[config.mk]
export PLATFORM = sky130hd
export DESIGN_NAME = split_cache_top
export DESIGN_NICKNAME = d
export VERILOG_FILES = /design/src/source/cache_pkg.sv /design/src/source/mem_pkg.sv /design/src/source/dcache.sv /design/src/source/icache.sv /design/src/source/mem_arbiter.sv /design/src/source/split_cache_top.sv
export VERILOG_INCLUDE_DIRS = /design/src /design/src/source
export SDC_FILE = /design/constraint.sdc
export NUM_CORES = 1
export LEC_CHECK = 0
export BUFFER_PORTS_ARGS = -buffer_cell sky130_fd_sc_hd__buf_2
export CORE_MARGIN = 4
export CORE_UTILIZATION = 47
export CTS_BUF_LIST = sky130_fd_sc_hd__clkbuf_4 sky130_fd_sc_hd__clkbuf_8
export DETAILED_ROUTE_END_ITERATION = 12
export PLACE_DENSITY = 0.77
export SYNTH_ARGS = -nofsm -noshare
export SYNTH_HDL_FRONTEND = slang
export SYNTH_SLANG_ARGS = --single-unit
[constraint.sdc]
create_clock -name clk -period 3.7 [get_ports clk]
set_clock_uncertainty 0.15 [all_clocks]
set_input_delay 0.555 -clock clk [delete_from_list [all_inputs] [get_ports clk]]
set_output_delay 0.555 -clock clk [all_outputs]
set_load 0.1 [all_outputs]
[src/source/cache_defs.svh]
`ifndef CACHE_DEFS_SVH
`define CACHE_DEFS_SVH

// cpu word and address width
`define WORD_SIZE 16

// words per cache line
`define LINE_WORDS 4

// line width in bits
`define LINE_SIZE (`WORD_SIZE * `LINE_WORDS)

// lines per cache, direct mapped
`define BLOCK_NUM 4

// address bits above index and offset
`define TAG_SIZE 12

// cycles from strobe to end of a line transfer
`define MEM_LATENCY 4

`endif

[src/source/cache_pkg.sv]
`default_nettype none
`include "cache_defs.svh"

package cache_pkg;

	typedef logic [`WORD_SIZE-1:0]           word_t;
	typedef logic [`WORD_SIZE-1:0]           addr_t;
	typedef logic [`TAG_SIZE-1:0]            tag_t;
	typedef logic [$clog2(`BLOCK_NUM)-1:0]   index_t;
	typedef logic [$clog2(`LINE_WORDS)-1:0]  offset_t;

	// msb to lsb, same split as the cpu address
	typedef struct packed {
		tag_t    tag;
		index_t  index;
		offset_t offset;
	} addr_fields_t;

	// held by the cpu until ready
	typedef struct packed {
		logic  req;    // request level
		logic  write;  // 1 store, 0 load
		addr_t addr;
		word_t wdata;
	} cpu_req_t;

	typedef struct packed {
		logic  ready;  // one cycle pulse
		word_t rdata;  // valid with ready on loads
	} cpu_rsp_t;

	typedef enum logic [1:0] {
		IDLE,
		WRITE_BACK,
		REFILL,
		READY
	} cache_state_t;

endpackage

`default_nettype wire

[src/source/mem_pkg.sv]
`default_nettype none
`include "cache_defs.svh"

package mem_pkg;

	typedef logic [`LINE_SIZE-1:0] line_t;

	// tag and index, no word offset
	typedef logic [`TAG_SIZE+$clog2(`BLOCK_NUM)-1:0] line_addr_t;

	// strobes stay up until the arbiter grants
	typedef struct packed {
		logic       rd;
		logic       wr;
		line_addr_t line_addr;
		line_t      wline;      // victim line on writes
	} mem_req_t;

	typedef struct packed {
		logic  valid;  // end of transfer pulse
		line_t rline;  // refill line, zero after a write
	} mem_rsp_t;

endpackage

`default_nettype wire

[src/source/dcache.sv]
`default_nettype none
`include "cache_defs.svh"

module dcache (
	input  wire logic                clk,
	input  wire logic                reset_n,
	input  wire cache_pkg::cpu_req_t i_req,
	output cache_pkg::cpu_rsp_t      o_rsp,
	output mem_pkg::mem_req_t        o_mem_req,
	input  wire logic                i_grant,
	input  wire mem_pkg::mem_rsp_t   i_mem_rsp
);

	cache_pkg::addr_fields_t fields;
	cache_pkg::cache_state_t state;
	logic                    mem_wait;                // granted transfer still running
	cache_pkg::tag_t         tag_bank [`BLOCK_NUM];
	logic [`BLOCK_NUM-1:0]   valid;
	logic [`BLOCK_NUM-1:0]   dirty;
	mem_pkg::line_t          data_bank [`BLOCK_NUM];
	mem_pkg::line_t          fill_line;               // refill line with store merged
	logic                    hit;
	logic                    victim_dirty;

	assign fields       = cache_pkg::addr_fields_t'(i_req.addr);
	assign hit          = valid[fields.index] && (tag_bank[fields.index] == fields.tag);
	assign victim_dirty = valid[fields.index] && dirty[fields.index];

	always_comb begin
		fill_line = i_mem_rsp.rline;
		if (i_req.write) begin
			fill_line[fields.offset * `WORD_SIZE +: `WORD_SIZE] = i_req.wdata;
		end
	end

	always_ff @(posedge clk or negedge reset_n) begin
		if (!reset_n) begin
			state    <= cache_pkg::IDLE;
			mem_wait <= 1'b0;
			valid    <= '0;
			dirty    <= '0;
			for (int b = 0; b < `BLOCK_NUM; b++) begin
				tag_bank[b]  <= '0;
				data_bank[b] <= '0;
			end
		end else begin
			case (state)
				cache_pkg::IDLE: begin
					if (i_req.req) begin
						if (hit) begin
							if (i_req.write) begin
								data_bank[fields.index][fields.offset * `WORD_SIZE +: `WORD_SIZE]
									<= i_req.wdata;                 // write hit
								dirty[fields.index] <= 1'b1;
							end
							state <= cache_pkg::READY;
						end else if (victim_dirty) begin
							state <= cache_pkg::WRITE_BACK;
						end else begin
							state <= cache_pkg::REFILL;
						end
					end
				end
				cache_pkg::WRITE_BACK: begin
					if (i_grant) begin
						mem_wait <= 1'b1;
					end
					if (i_mem_rsp.valid) begin
						mem_wait <= 1'b0;                     // victim now in memory
						state    <= cache_pkg::REFILL;
					end
				end
				cache_pkg::REFILL: begin
					if (i_grant) begin
						mem_wait <= 1'b1;
					end
					if (i_mem_rsp.valid) begin
						data_bank[fields.index] <= fill_line;
						tag_bank[fields.index]  <= fields.tag;
						valid[fields.index]     <= 1'b1;
						dirty[fields.index]     <= i_req.write;   // clean on a load miss
						mem_wait                <= 1'b0;
						state                   <= cache_pkg::READY;
					end
				end
				cache_pkg::READY: begin
					state <= cache_pkg::IDLE;
				end
			endcase
		end
	end

	assign o_rsp.ready = (state == cache_pkg::READY);
	assign o_rsp.rdata = data_bank[fields.index][fields.offset * `WORD_SIZE +: `WORD_SIZE];

	assign o_mem_req.rd = (state == cache_pkg::REFILL) && !mem_wait;
	assign o_mem_req.wr = (state == cache_pkg::WRITE_BACK) && !mem_wait;

	// line address of the victim or of the request
	assign o_mem_req.line_addr = (state == cache_pkg::WRITE_BACK) ?
		{tag_bank[fields.index], fields.index} : {fields.tag, fields.index};
	assign o_mem_req.wline     = data_bank[fields.index];

	// writes leave only from a dirty victim during write-back
	a_wr_in_wb: assert property (@(posedge clk) disable iff (!reset_n)
		o_mem_req.wr |-> (state == cache_pkg::WRITE_BACK) && dirty[fields.index]);

endmodule

`default_nettype wire

[src/source/icache.sv]
`default_nettype none
`include "cache_defs.svh"

module icache (
	input  wire logic                clk,
	input  wire logic                reset_n,
	input  wire cache_pkg::cpu_req_t i_req,
	output cache_pkg::cpu_rsp_t      o_rsp,
	output mem_pkg::mem_req_t        o_mem_req,
	input  wire logic                i_grant,
	input  wire mem_pkg::mem_rsp_t   i_mem_rsp
);

	cache_pkg::addr_fields_t fields;
	cache_pkg::cache_state_t state;
	logic                    mem_wait;                // read granted, line pending
	cache_pkg::tag_t         tag_bank [`BLOCK_NUM];
	logic [`BLOCK_NUM-1:0]   valid;
	mem_pkg::line_t          data_bank [`BLOCK_NUM];
	logic                    hit;

	assign fields = cache_pkg::addr_fields_t'(i_req.addr);
	assign hit    = valid[fields.index] && (tag_bank[fields.index] == fields.tag);

	always_ff @(posedge clk or negedge reset_n) begin
		if (!reset_n) begin
			state    <= cache_pkg::IDLE;
			mem_wait <= 1'b0;
			valid    <= '0;
			for (int b = 0; b < `BLOCK_NUM; b++) begin
				tag_bank[b]  <= '0;
				data_bank[b] <= '0;
			end
		end else begin
			case (state)
				cache_pkg::IDLE: begin
					if (i_req.req) begin
						state <= hit ? cache_pkg::READY : cache_pkg::REFILL;
					end
				end
				cache_pkg::REFILL: begin
					if (i_grant) begin
						mem_wait <= 1'b1;                     // drop strobe
					end
					if (i_mem_rsp.valid) begin
						data_bank[fields.index] <= i_mem_rsp.rline;
						tag_bank[fields.index]  <= fields.tag;
						valid[fields.index]     <= 1'b1;
						mem_wait                <= 1'b0;
						state                   <= cache_pkg::READY;
					end
				end
				default: begin
					state <= cache_pkg::IDLE;                 // ready pulse done
				end
			endcase
		end
	end

	assign o_rsp.ready = (state == cache_pkg::READY);
	assign o_rsp.rdata = data_bank[fields.index][fields.offset * `WORD_SIZE +: `WORD_SIZE];

	assign o_mem_req.rd        = (state == cache_pkg::REFILL) && !mem_wait;
	assign o_mem_req.wr        = 1'b0;                    // read only
	assign o_mem_req.line_addr = {fields.tag, fields.index};
	assign o_mem_req.wline     = '0;

	// instruction side never writes memory
	a_no_write: assert property (@(posedge clk) disable iff (!reset_n)
		!o_mem_req.wr);

	// a line only comes back for a read this cache was granted
	a_rsp_owned: assert property (@(posedge clk) disable iff (!reset_n)
		i_mem_rsp.valid |-> (state == cache_pkg::REFILL) && mem_wait);

endmodule

`default_nettype wire

[src/source/mem_arbiter.sv]
`default_nettype none
`include "cache_defs.svh"

module mem_arbiter (
	input  wire logic              clk,
	input  wire logic              reset_n,
	input  wire mem_pkg::mem_req_t i_ireq,
	input  wire mem_pkg::mem_req_t i_dreq,
	output logic                   o_igrant,
	output logic                   o_dgrant,
	output mem_pkg::mem_rsp_t      o_irsp,
	output mem_pkg::mem_rsp_t      o_drsp,
	output mem_pkg::mem_req_t      o_mem_req,
	input  wire mem_pkg::line_t    i_mem_rdata
);

	localparam int CNT_W = $clog2(`MEM_LATENCY + 1);

	logic             busy;       // transfer window open
	logic             owner_d;    // 1 data cache, 0 instruction cache
	logic             xfer_rd;    // current transfer is a read
	logic [CNT_W-1:0] cnt;        // cycles left in the window
	logic             i_strobe;
	logic             d_strobe;
	logic             done;
	mem_pkg::line_t   rsp_line;

	assign i_strobe = i_ireq.rd || i_ireq.wr;
	assign d_strobe = i_dreq.rd || i_dreq.wr;

	// data side wins a tie
	assign o_dgrant = !busy && d_strobe;
	assign o_igrant = !busy && i_strobe && !d_strobe;

	always_comb begin
		if (o_dgrant) begin
			o_mem_req = i_dreq;
		end else if (o_igrant) begin
			o_mem_req = i_ireq;
		end else begin
			o_mem_req = '0;
		end
	end

	always_ff @(posedge clk or negedge reset_n) begin
		if (!reset_n) begin
			busy    <= 1'b0;
			owner_d <= 1'b0;
			xfer_rd <= 1'b0;
			cnt     <= '0;
		end else if (o_dgrant || o_igrant) begin
			busy    <= 1'b1;
			owner_d <= o_dgrant;
			xfer_rd <= o_mem_req.rd;
			cnt     <= CNT_W'(`MEM_LATENCY - 1);
		end else if (done) begin
			busy <= 1'b0;
		end else if (busy) begin
			cnt <= cnt - 1'b1;
		end
	end

	assign done     = busy && (cnt == '0);      // memory data valid this cycle
	assign rsp_line = xfer_rd ? i_mem_rdata : '0;

	assign o_drsp.valid = done && owner_d;
	assign o_drsp.rline = rsp_line;
	assign o_irsp.valid = done && !owner_d;
	assign o_irsp.rline = rsp_line;

	a_one_grant: assert property (@(posedge clk) disable iff (!reset_n)
		!(o_igrant && o_dgrant));

	// strobes are spaced by at least the memory latency
	a_strobe_gap: assert property (@(posedge clk) disable iff (!reset_n)
		(o_mem_req.rd || o_mem_req.wr) |=>
			!(o_mem_req.rd || o_mem_req.wr) [*`MEM_LATENCY]);

endmodule

`default_nettype wire

[src/source/split_cache_top.sv]
`default_nettype none

module split_cache_top (
	input  wire logic                clk,
	input  wire logic                reset_n,
	input  wire cache_pkg::cpu_req_t i_ireq,
	input  wire cache_pkg::cpu_req_t i_dreq,
	output cache_pkg::cpu_rsp_t      o_irsp,
	output cache_pkg::cpu_rsp_t      o_drsp,
	output mem_pkg::mem_req_t        o_mem_req,
	input  wire mem_pkg::line_t      i_mem_rdata
);

	mem_pkg::mem_req_t icache_mem_req;
	mem_pkg::mem_req_t dcache_mem_req;
	mem_pkg::mem_rsp_t icache_mem_rsp;
	mem_pkg::mem_rsp_t dcache_mem_rsp;
	logic              igrant;
	logic              dgrant;

	icache u_icache (
		.clk       (clk),
		.reset_n   (reset_n),
		.i_req     (i_ireq),
		.o_rsp     (o_irsp),
		.o_mem_req (icache_mem_req),
		.i_grant   (igrant),
		.i_mem_rsp (icache_mem_rsp)
	);

	dcache u_dcache (
		.clk       (clk),
		.reset_n   (reset_n),
		.i_req     (i_dreq),
		.o_rsp     (o_drsp),
		.o_mem_req (dcache_mem_req),
		.i_grant   (dgrant),
		.i_mem_rsp (dcache_mem_rsp)
	);

	// single line port shared by both caches
	mem_arbiter u_mem_arbiter (
		.clk         (clk),
		.reset_n     (reset_n),
		.i_ireq      (icache_mem_req),
		.i_dreq      (dcache_mem_req),
		.o_igrant    (igrant),
		.o_dgrant    (dgrant),
		.o_irsp      (icache_mem_rsp),
		.o_drsp      (dcache_mem_rsp),
		.o_mem_req   (o_mem_req),
		.i_mem_rdata (i_mem_rdata)
	);

endmodule

`default_nettype wire

# Word-level counts from Yosys, hierarchy flattened
# Cells that the tools add are included.
# op_classes
n_eq_ne	15
reduce_logical	40
n_bitwise	5
mux	73
n_mul	0
div_mod_pow	0
shift	4
magnitude_cmp	8
add_sub_neg	2
# op_table
cell	count
$mux 256	4
$bwmux 256	3
$mux 64	9
$pmux 256 s2	1
$demux 64 s2	3
$bmux 64 s2	2
$mux 80	2
$shiftx 64x7->16	2
$bwmux 48	2
$mux 12	6
$bwmux 64	1
$shift 16x34->64 const A	1
$shiftx 16x34->64	1
$bmux 12 s2	2
$demux 12 s2	2
$neg 6->34	1
$eq 12x12->1	2
$logic_and 1x1->1	16
$mux 4	4
$mux 14	1
$mux 2	7
$ne 2x2->1 const B	7
$mux 1	12
$or 4x4->4	3
other kinds (25)	53
# totals
mem_bits_rw	0
reg_bits	632
romBits	0
out_inout_bits	114
elab_cells	174
in_bits	134
latch_bits	0
mem_count	0

# Longest topological paths before layout
# Gate-level depths: netlist of run 1.
# logic_depth
word_depth	10
depth_mapped	11
ltp_nobuf	8

# By module
# From an unflattened synthesis of run 1, not the netlist that was laid out.
# unflattened
cells_unflattened	2523
hier_area_um2	33374.5
# by_module_without_submodules
module	n_inst	area_each_um2	seq_area_each_um2	cells_per_inst
dcache	1	16707.3	7882.6	1341
icache	1	14601.5	7782.5	912
mem_arbiter	1	2065.7	150.1	270

# Least setup slack after synthesis of run 1
# OpenSTA, ideal clock, no wires.
# synth_timing
path_type	input port to output port
start	input port i_dreq[19] in the netlist's numbering
end	output port o_mem_req[70] in the netlist's numbering
path_slack_ns	-0.587
path_stages	5
path_buffers	2
arrival_ns	3.582
path_cell_list	clkbuf_1 > clkbuf_1 > mux4_2 > mux2i_1 > o21ai_0
# synth_lines
element	line	source
start: declaration	split_cache_top.sv:7	input wire cache_pkg::cpu_req_t i_dreq,
end: declaration	split_cache_top.sv:10	output mem_pkg::mem_req_t o_mem_req,

==> results of run 1 <==
==> stage by stage <==
stage	cell area (sq um)	hold slack (ns)	instances
floorplan	31000	0.1094	2611
global route	36510	0.03929	3753
global placement	34380	0.2941	3569
finish	36510	0.04661	3754
detailed placement	34380	0.3025	3569
CTS	36490	0.002782	3747
==> synth_stat cells (8+ instances only) <==
| cell type | n |
|---|---|
| ha_1 | 10 |
| nor3_1 | 8 |
| nor2_1 | 59 |
| or3_1 | 9 |
| mux2i_1 | 12 |
| dfrtp_1 | 632 |
| and2_1 | 76 |
| a22oi_1 | 120 |
| o21ai_0 | 274 |
| mux2_2 | 161 |
| mux2_1 | 65 |
| o2bb2ai_1 | 120 |
| clkbuf_1 | 179 |
| xnor2_1 | 17 |
| o22ai_1 | 127 |
| buf_1 | 42 |
| mux4_2 | 187 |
| a21oi_1 | 10 |
| nand2_1 | 406 |
| a22o_1 | 10 |
| xor2_1 | 8 |
==> power groups by stage <==
stage,Combinational [uW],Sequential [uW],Clock (uW)
floorplan,6230,9980,0
global placement,8390,10200,0
detailed placement,8750,10400,0
CTS,8800,10300,6170
global route,9460,10600,6490
finish,8890,10400,6110
==> cells by family after synthesis <==
logic type	count (synthesis)	share of synthesized area [%]
xor gates and xnor gates	25	0.7066
adders and majority gates	10	0.4038
AOI/OAI and AO/OA	679	14.21
DFF	632	51.04
and+or+nand+nor	597	8.322
buffers and inverters	241	3.032
muxes	427	22.29
==> sequential cells by signal, indices dropped and copies added, names as in the netlist <==
name	count
u_dcache.data_bank	256
u_icache.data_bank	256
u_dcache.tag_bank	48
u_icache.tag_bank	48
u_dcache.dirty	4
u_dcache.valid	4
u_icache.valid	4
u_mem_arbiter.cnt	3
u_dcache.state	2
u_icache.state	2
u_dcache.mem_wait	1
u_icache.mem_wait	1
u_mem_arbiter.busy	1
u_mem_arbiter.owner_d	1
u_mem_arbiter.xfer_rd	1
==> layout by cell type (no fill, tap or decap), types with 5 or more instances in the layout <==
cell and count:
inv_1 7, xor2_1 8, o21ai_0 262, nor2_1 59, or2_2 5, clkbuf_8 123
and2_1 76, nand2_1 405, buf_2 173, or3_1 9, buf_4 73, nor3_1 7
clkinv_2 15, clkbuf_4 29, mux4_2 187, a22o_1 10, buf_12 87, dfrtp_1 631
dlygate4sd3_1 6, a21oi_1 10, a22oi_1 120, mux2_2 161, mux2_1 65, nand2b_1 7
o2bb2ai_1 120, o22ai_1 127, ha_1 10, o21ai_1 13, xnor2_1 17, diode_2 7
mux2i_1 12
==> metal layers <==
| layer | vias up | global-route usage [%] | part of all wire [%] |
|---|---|---|---|
| li1 | 10121 | - | - |
| met4 | 0 | 11.49 | 4.3 |
| met2 | 1660 | 43.78 | 46 |
| met1 | 12514 | 37.54 | 37 |
| met3 | 296 | 9.059 | 12 |
| met5 | - | 0 | 0 |
==> layout make-up <==
cell class / instances / area (sq um)
Antenna cell: 7 / 17.52
Clock buffer: 152 / 1911
Clock inverter: 20 / 143.9
Fill cell: 5034 / 28300
Inverter: 9 / 33.78
Multi-Input combinational cell: 1738 / 14270
Sequential cell: 632 / 15820
Tap cell: 855 / 1070
Timing Repair Buffer: 341 / 3242
==> final timing paths <==
| kind | cells after the start | slack [ns] | end |
|---|---|---|---|
| hold / removal | 2 | 0.05 | u_dcache.tag_bank[44]$_DFFE_PN0P_ |
| max in group asynchronous | 3 | 1.89 | u_icache.data_bank[158]$_DFFE_PN0P_ |
| min in group asynchronous | 2 | 0.35 | u_dcache.data_bank[138]$_DFFE_PN0P_ |
| hold reg to reg | 1 | 0.32 | u_dcache.valid[3]$_DFFE_PN0P_ |
| setup / recovery | 6 | 0.1 | o_drsp[7] |
| setup reg to reg | 7 | 0.46 | u_dcache.data_bank[245]$_DFFE_PN0P_ |
==> timing repair <==
item | 4_1_cts | 5_1_grt
hold buffers | 6 | 0
endpoints found under the setup margin | 0 | 11
resized for setup | 0 | 1
endpoints found under the hold margin | 87 | 0
==> results.md, run 1 <==
- Synth area leaders: dfrtp_1 51%, mux4_2 14%, mux2_2 5.9%
- Initial antenna violation count: 11
- Library cells used by synthesis: 53
- Post-Route WL: 101300 um
- YS warnings: 0
- Clock power share: 24.1%
- Max-cap violations: 0
- Syn avg cell area: 11.87 sq um
- Tightest Hold Check Type: in -> reg
- Critical Path AT: 2.90 ns
- PnR worst setup slack: 0.09837 ns
- Number of flops mapped to enable cells by yosys: 0
- Pin slew with the least headroom to its limit: 1.327 ns
- Die X: 264.8 um
- HPWL after DPL: 69330 um
- Nets: 2966
- Via density: 6.551
- Synthesized flop and latch total: 632
- H-tree depth: 3
- Vias: 24591
- DRT antenna net count: 0
- Die Ht: 264.8 um
- Clock latency on the worst-skew pair: 0.70 ns
- CTS Buf Count: 100
- Synth-to-Final Area Change: 17.82%
- PwrDens: 695.4 nW/um^2
- Synth area leader: dfrtp_1
- Routed WL per cell: 26.98 um
- Total gr overflow: 0
- Cell Int Power: 15760 uW
- Total core area: 64810 sq um
- Initial Utilization: 47.81%
- RSZ-0062 raised after global routing: false
- Worst endpoint required time: 2.99 ns
- PortBufs: 230
- Switching share of total power: 37.93%
- Placer Congestion: 0.9338
- Crit end category: primary output
- Postcts setup bufs: 0
- Synthesized cell area: 30990 sq um
- CP cell instances: buf_4 -> buf_12 -> buf_12 -> mux4_2 -> mux4_2 -> buf_2
- Clk root buf: clkbuf_8
- Net Count, Synth: 2755
- First-pass GRT wire length: 154200 um
- Num Clock Sinks: 632
- Post-Syn Instances: 2611
- Largest net degree at the start of global routing: 142
- Max Slew Vio Count: 0
- Setup TNS: 0 ns
- GRT Util Overall: 28.35%
- Crit-path max FO: 56
- P_leak: 0.01612 uW
- Highest-delay cell along the critical path: mux4_2
- Critical Path Start: i_dreq[18]
- Share of layout cells above drive strength 1: 30.19%
- R2r startpoint: u_dcache.tag_bank[7]$_DFFE_PN0P_
- Die ar.: 70100 sq um
- Site Rows: 93
- Max-slew headroom: 11.16%
- DR iter-0 viols: 3260
- Cell family with the largest share of critical-path delay: multiplexers
- Final Total Pwr: 25390 uW
- Min-delay src: i_dreq[28]
- Clk slew on worst S/H paths: 0.06 ns
- Seq pwr share: 40.9%
- Ys async rst share: 100.0%
- DRC: 0
- Io pins: 248
- Min Tclk post-route: 3.602 ns
- CTS tree: yes
- Primary FF master, synth: dfrtp_1
- Max Clk Rate: 277.7 MHz
- Type of origin of the critical path: input port
- Setup CP Type: in -> out
- VDD IR max: 0.0003692 V
- CP peak stage delay: 0.68 ns
- Switch Pwr: 9630 uW
- # setup viols final: 0
- Combinational power share: 35.0%
- Fin. Hold Viols: 0
- Dpl ws: 0.07720 ns
- Post-synth top area share: 51.04%
- Seq/Total Area, Yosys: 51.04%
- CTS Buffer Depth: 3
- Run status: finished, final reports clean
- Period utilization: 97.34%
- Layout Utilization: 56.33%
- Vias in the first global route: 25299
- CP bufs+invs: 4
- First drt pass iteration count: 7
No activity file was read; power rests on OpenSTA's default activity.
==> run 2, diff against run 1 <==
- HOLD_SLACK_MARGIN: unset -> 0.05
==> results.md, run 2 (same netlist as run 1, synthesis figures left out) <==
- Max Clk Rate: 277.8 MHz (about the same)
- Routed WL per cell: 26.98 um (about the same)
- Postcts setup bufs: 0 (unchanged)
- DRT antenna net count: 0 (unchanged)
- HPWL after DPL: 69330 um (unchanged)
- CTS tree: yes
- Clock latency on the worst-skew pair: 0.70 ns (about the same)
- Seq pwr share: 40.9% (about the same)
- Tightest Hold Check Type: in -> reg
- FF-to-FF setup slack: 0.47 ns (about the same)
- Total core area: 64810 sq um (unchanged)
- Die X: 264.8 um (unchanged)
- Post-Route WL: 101800 um (+0.52%)
- Cell Int Power: 15770 uW (about the same)
- Commonest non-fill, non-tap cell in the layout: dfrtp_1
- Switch Pwr: 9665 uW (+0.36%)
- Vias: 24653 (+0.25%)
- CTS Buf Count: 100 (unchanged)
- Initial Utilization: 47.81% (unchanged)
- Nets: 2984 (+0.61%)
- Vias in the first global route: 25459 (+0.63%)
- Period utilization: 97.30% (about the same)
- Clk slew on worst S/H paths: 0.06 ns (about the same)
- Setup TNS: 0 ns (unchanged)
- Min-delay src: i_dreq[24]
- GRT Util Overall: 28.49% (+0.15 points)
- Clk root buf: clkbuf_8
- Finished Cell Area: 36690 sq um (+0.50%)
- Share of layout cells above drive strength 1: 30.00% (-0.19 points)
- Fin. Hold Viols: 0 (unchanged)
- # setup viols final: 0 (unchanged)
- PortBufs: 230 (unchanged)
- Site Rows: 93 (unchanged)
- Combinational power share: 35.1% (about the same)
- Critical Path AT: 2.90 ns (about the same)
- Max Slew Vio Count: 0 (unchanged)
- Via density: 6.534 (-0.25%)
- Largest net degree at the start of global routing: 142 (unchanged)
- Max-cap violations: 0 (unchanged)
- CTS Buffer Depth: 3 (unchanged)
- Initial antenna violation count: 12 (+1)
- Crit-path max FO: 56 (unchanged)
- P_leak: 0.01620 uW (+0.47%)
- DR iter-0 viols: 3446 (+5.7%)
- Clock power share: 24.1% (about the same)
- Num Clock Sinks: 632 (unchanged)
- Worst Hold Depth: 2 (unchanged)
- Commonest cells after routing, fill and taps aside: 631 x dfrtp_1, 405 x nand2_1, 262 x o21ai_0
- Placer Congestion: 0.9338 (unchanged)
- Switching share of total power: 38.00% (+0.066 points)
- Setup CP Type: in -> out
- RSZ-0062 raised after global routing: false
- Run status: finished, final reports clean
- Crit end category: primary output
- DRC: 0 (unchanged)
- Synth-to-Final Area Change: 18.41%
- H-tree depth: 3 (unchanged)
- Dpl cell area: 34380 sq um (unchanged)
- Total gr overflow: 0 (unchanged)
- First drt pass iteration count: 7 (unchanged)
- Type of origin of the critical path: input port
- PwrDens: 693.2 nW/um^2 (-0.31%)
- Die ar.: 70100 sq um (unchanged)
- Min Tclk post-route: 3.600 ns (-0.001551 ns)
- Endpoint, Worst Hold: u_dcache.tag_bank[40]$_DFFE_PN0P_
- Io pins: 248 (unchanged)
- R2R depth: 7 (unchanged)
- PnR worst setup slack: 0.09992 ns (+0.001550 ns)
- VDD IR max: 0.0003670 V (-0.57%)
- Worst r2r dst: u_dcache.data_bank[245]$_DFFE_PN0P_
- Worst endpoint required time: 2.99 ns (about the same)
- Dpl ws: 0.07720 ns (unchanged)
- First-pass GRT wire length: 155000 um (+0.54%)
- Pin slew with the least headroom to its limit: 1.295 ns (-0.03189 ns)
- Max-slew headroom: 13.29% (+2.1 points)
- R2r startpoint: u_dcache.tag_bank[7]$_DFFE_PN0P_
- Top flop regs: u_dcache.data_bank (256), u_icache.data_bank (256)
- Die Ht: 264.8 um (unchanged)
## run 2: cell types whose count changed in the layout (fill, tap and decap cells not counted), sizes merged
cell	before	now
diode	7	8
dlygate4sd3	6	24
## run 2: layout make-up
type | count | area [sq um]
Fill cell | 5011 | 28120
Tap cell | 855 | 1070
Sequential cell | 632 | 15820
Clock buffer | 152 | 1911
Clock inverter | 20 | 143.9
Multi-Input combinational cell | 1738 | 14270
Antenna cell | 8 | 20.02
Inverter | 9 | 33.78
Timing Repair Buffer | 359 | 3422
## run 2: per-stage QoR
stage / hold slack, ns / instances / total power (uW) / util, %
after CTS: 0.05136 / 3765 / 25310 / 56.58
after global placement: 0.2941 / 3569 / 18550 / 53.04
final: 0.09691 / 3773 / 25440 / 56.61
after floorplan: 0.1094 / 2611 / 16210 / -
after detailed placement: 0.3025 / 3569 / 19170 / 53.04
after global routing: 0.09246 / 3773 / 26550 / 56.61
## run 2: worst max-delay path, cell delays in order
cell    delay [ns]
buf_4         0.19
buf_12        0.15
buf_12        0.37
mux4_2        0.65
mux4_2        0.56
buf_2         0.32
## run 2: power by group through the flow
stage	sequential [uW]	combinational [uW]	clock (uW)
final	10400	8920	6120
after global routing	10600	9480	6490
after CTS	10300	8820	6170
after floorplan	9980	6230	0
after detailed placement	10400	8750	0
after global placement	10200	8390	0
## run 2: repair_timing
action / in CTS / in global routing
endpoints found under the hold margin: 155 / 0
endpoints found under the setup margin: 0 / 11
resized for setup: 0 / 1
hold buffers: 24 / 0
## run 2: routing by layer
layer | global-route usage (%) | part of all wire [%] | wire length, um | vias to the layer above
met4 | 11.74 | 4.3 | 4418 | 0
met1 | 37.59 | 38 | 38330 | 12542
met3 | 9.152 | 12 | 12080 | 294
met5 | 0 | 0 | 0 | -
li1 | - | - | - | 10174
met2 | 44.06 | 46 | 46990 | 1643
## run 2: worst max-delay path by stage
stage | startpoint | endpoint | slack [ns] | cells after the start
floorplan | i_dreq[18] | o_drsp[15] | 0.03 | 6
global placement | i_dreq[18] | o_drsp[7] | 0.1 | 6
detailed placement | i_dreq[18] | u_dcache.data_bank[250]$_DFFE_PN0P_ | 0.08 | 9
CTS | u_dcache.state[0]$_DFFE_PN0P_ | o_mem_req[67] | 0.03 | 7
global route | i_dreq[18] | o_drsp[9] | 0.01 | 6
finish | i_dreq[18] | o_drsp[8] | 0.1 | 6
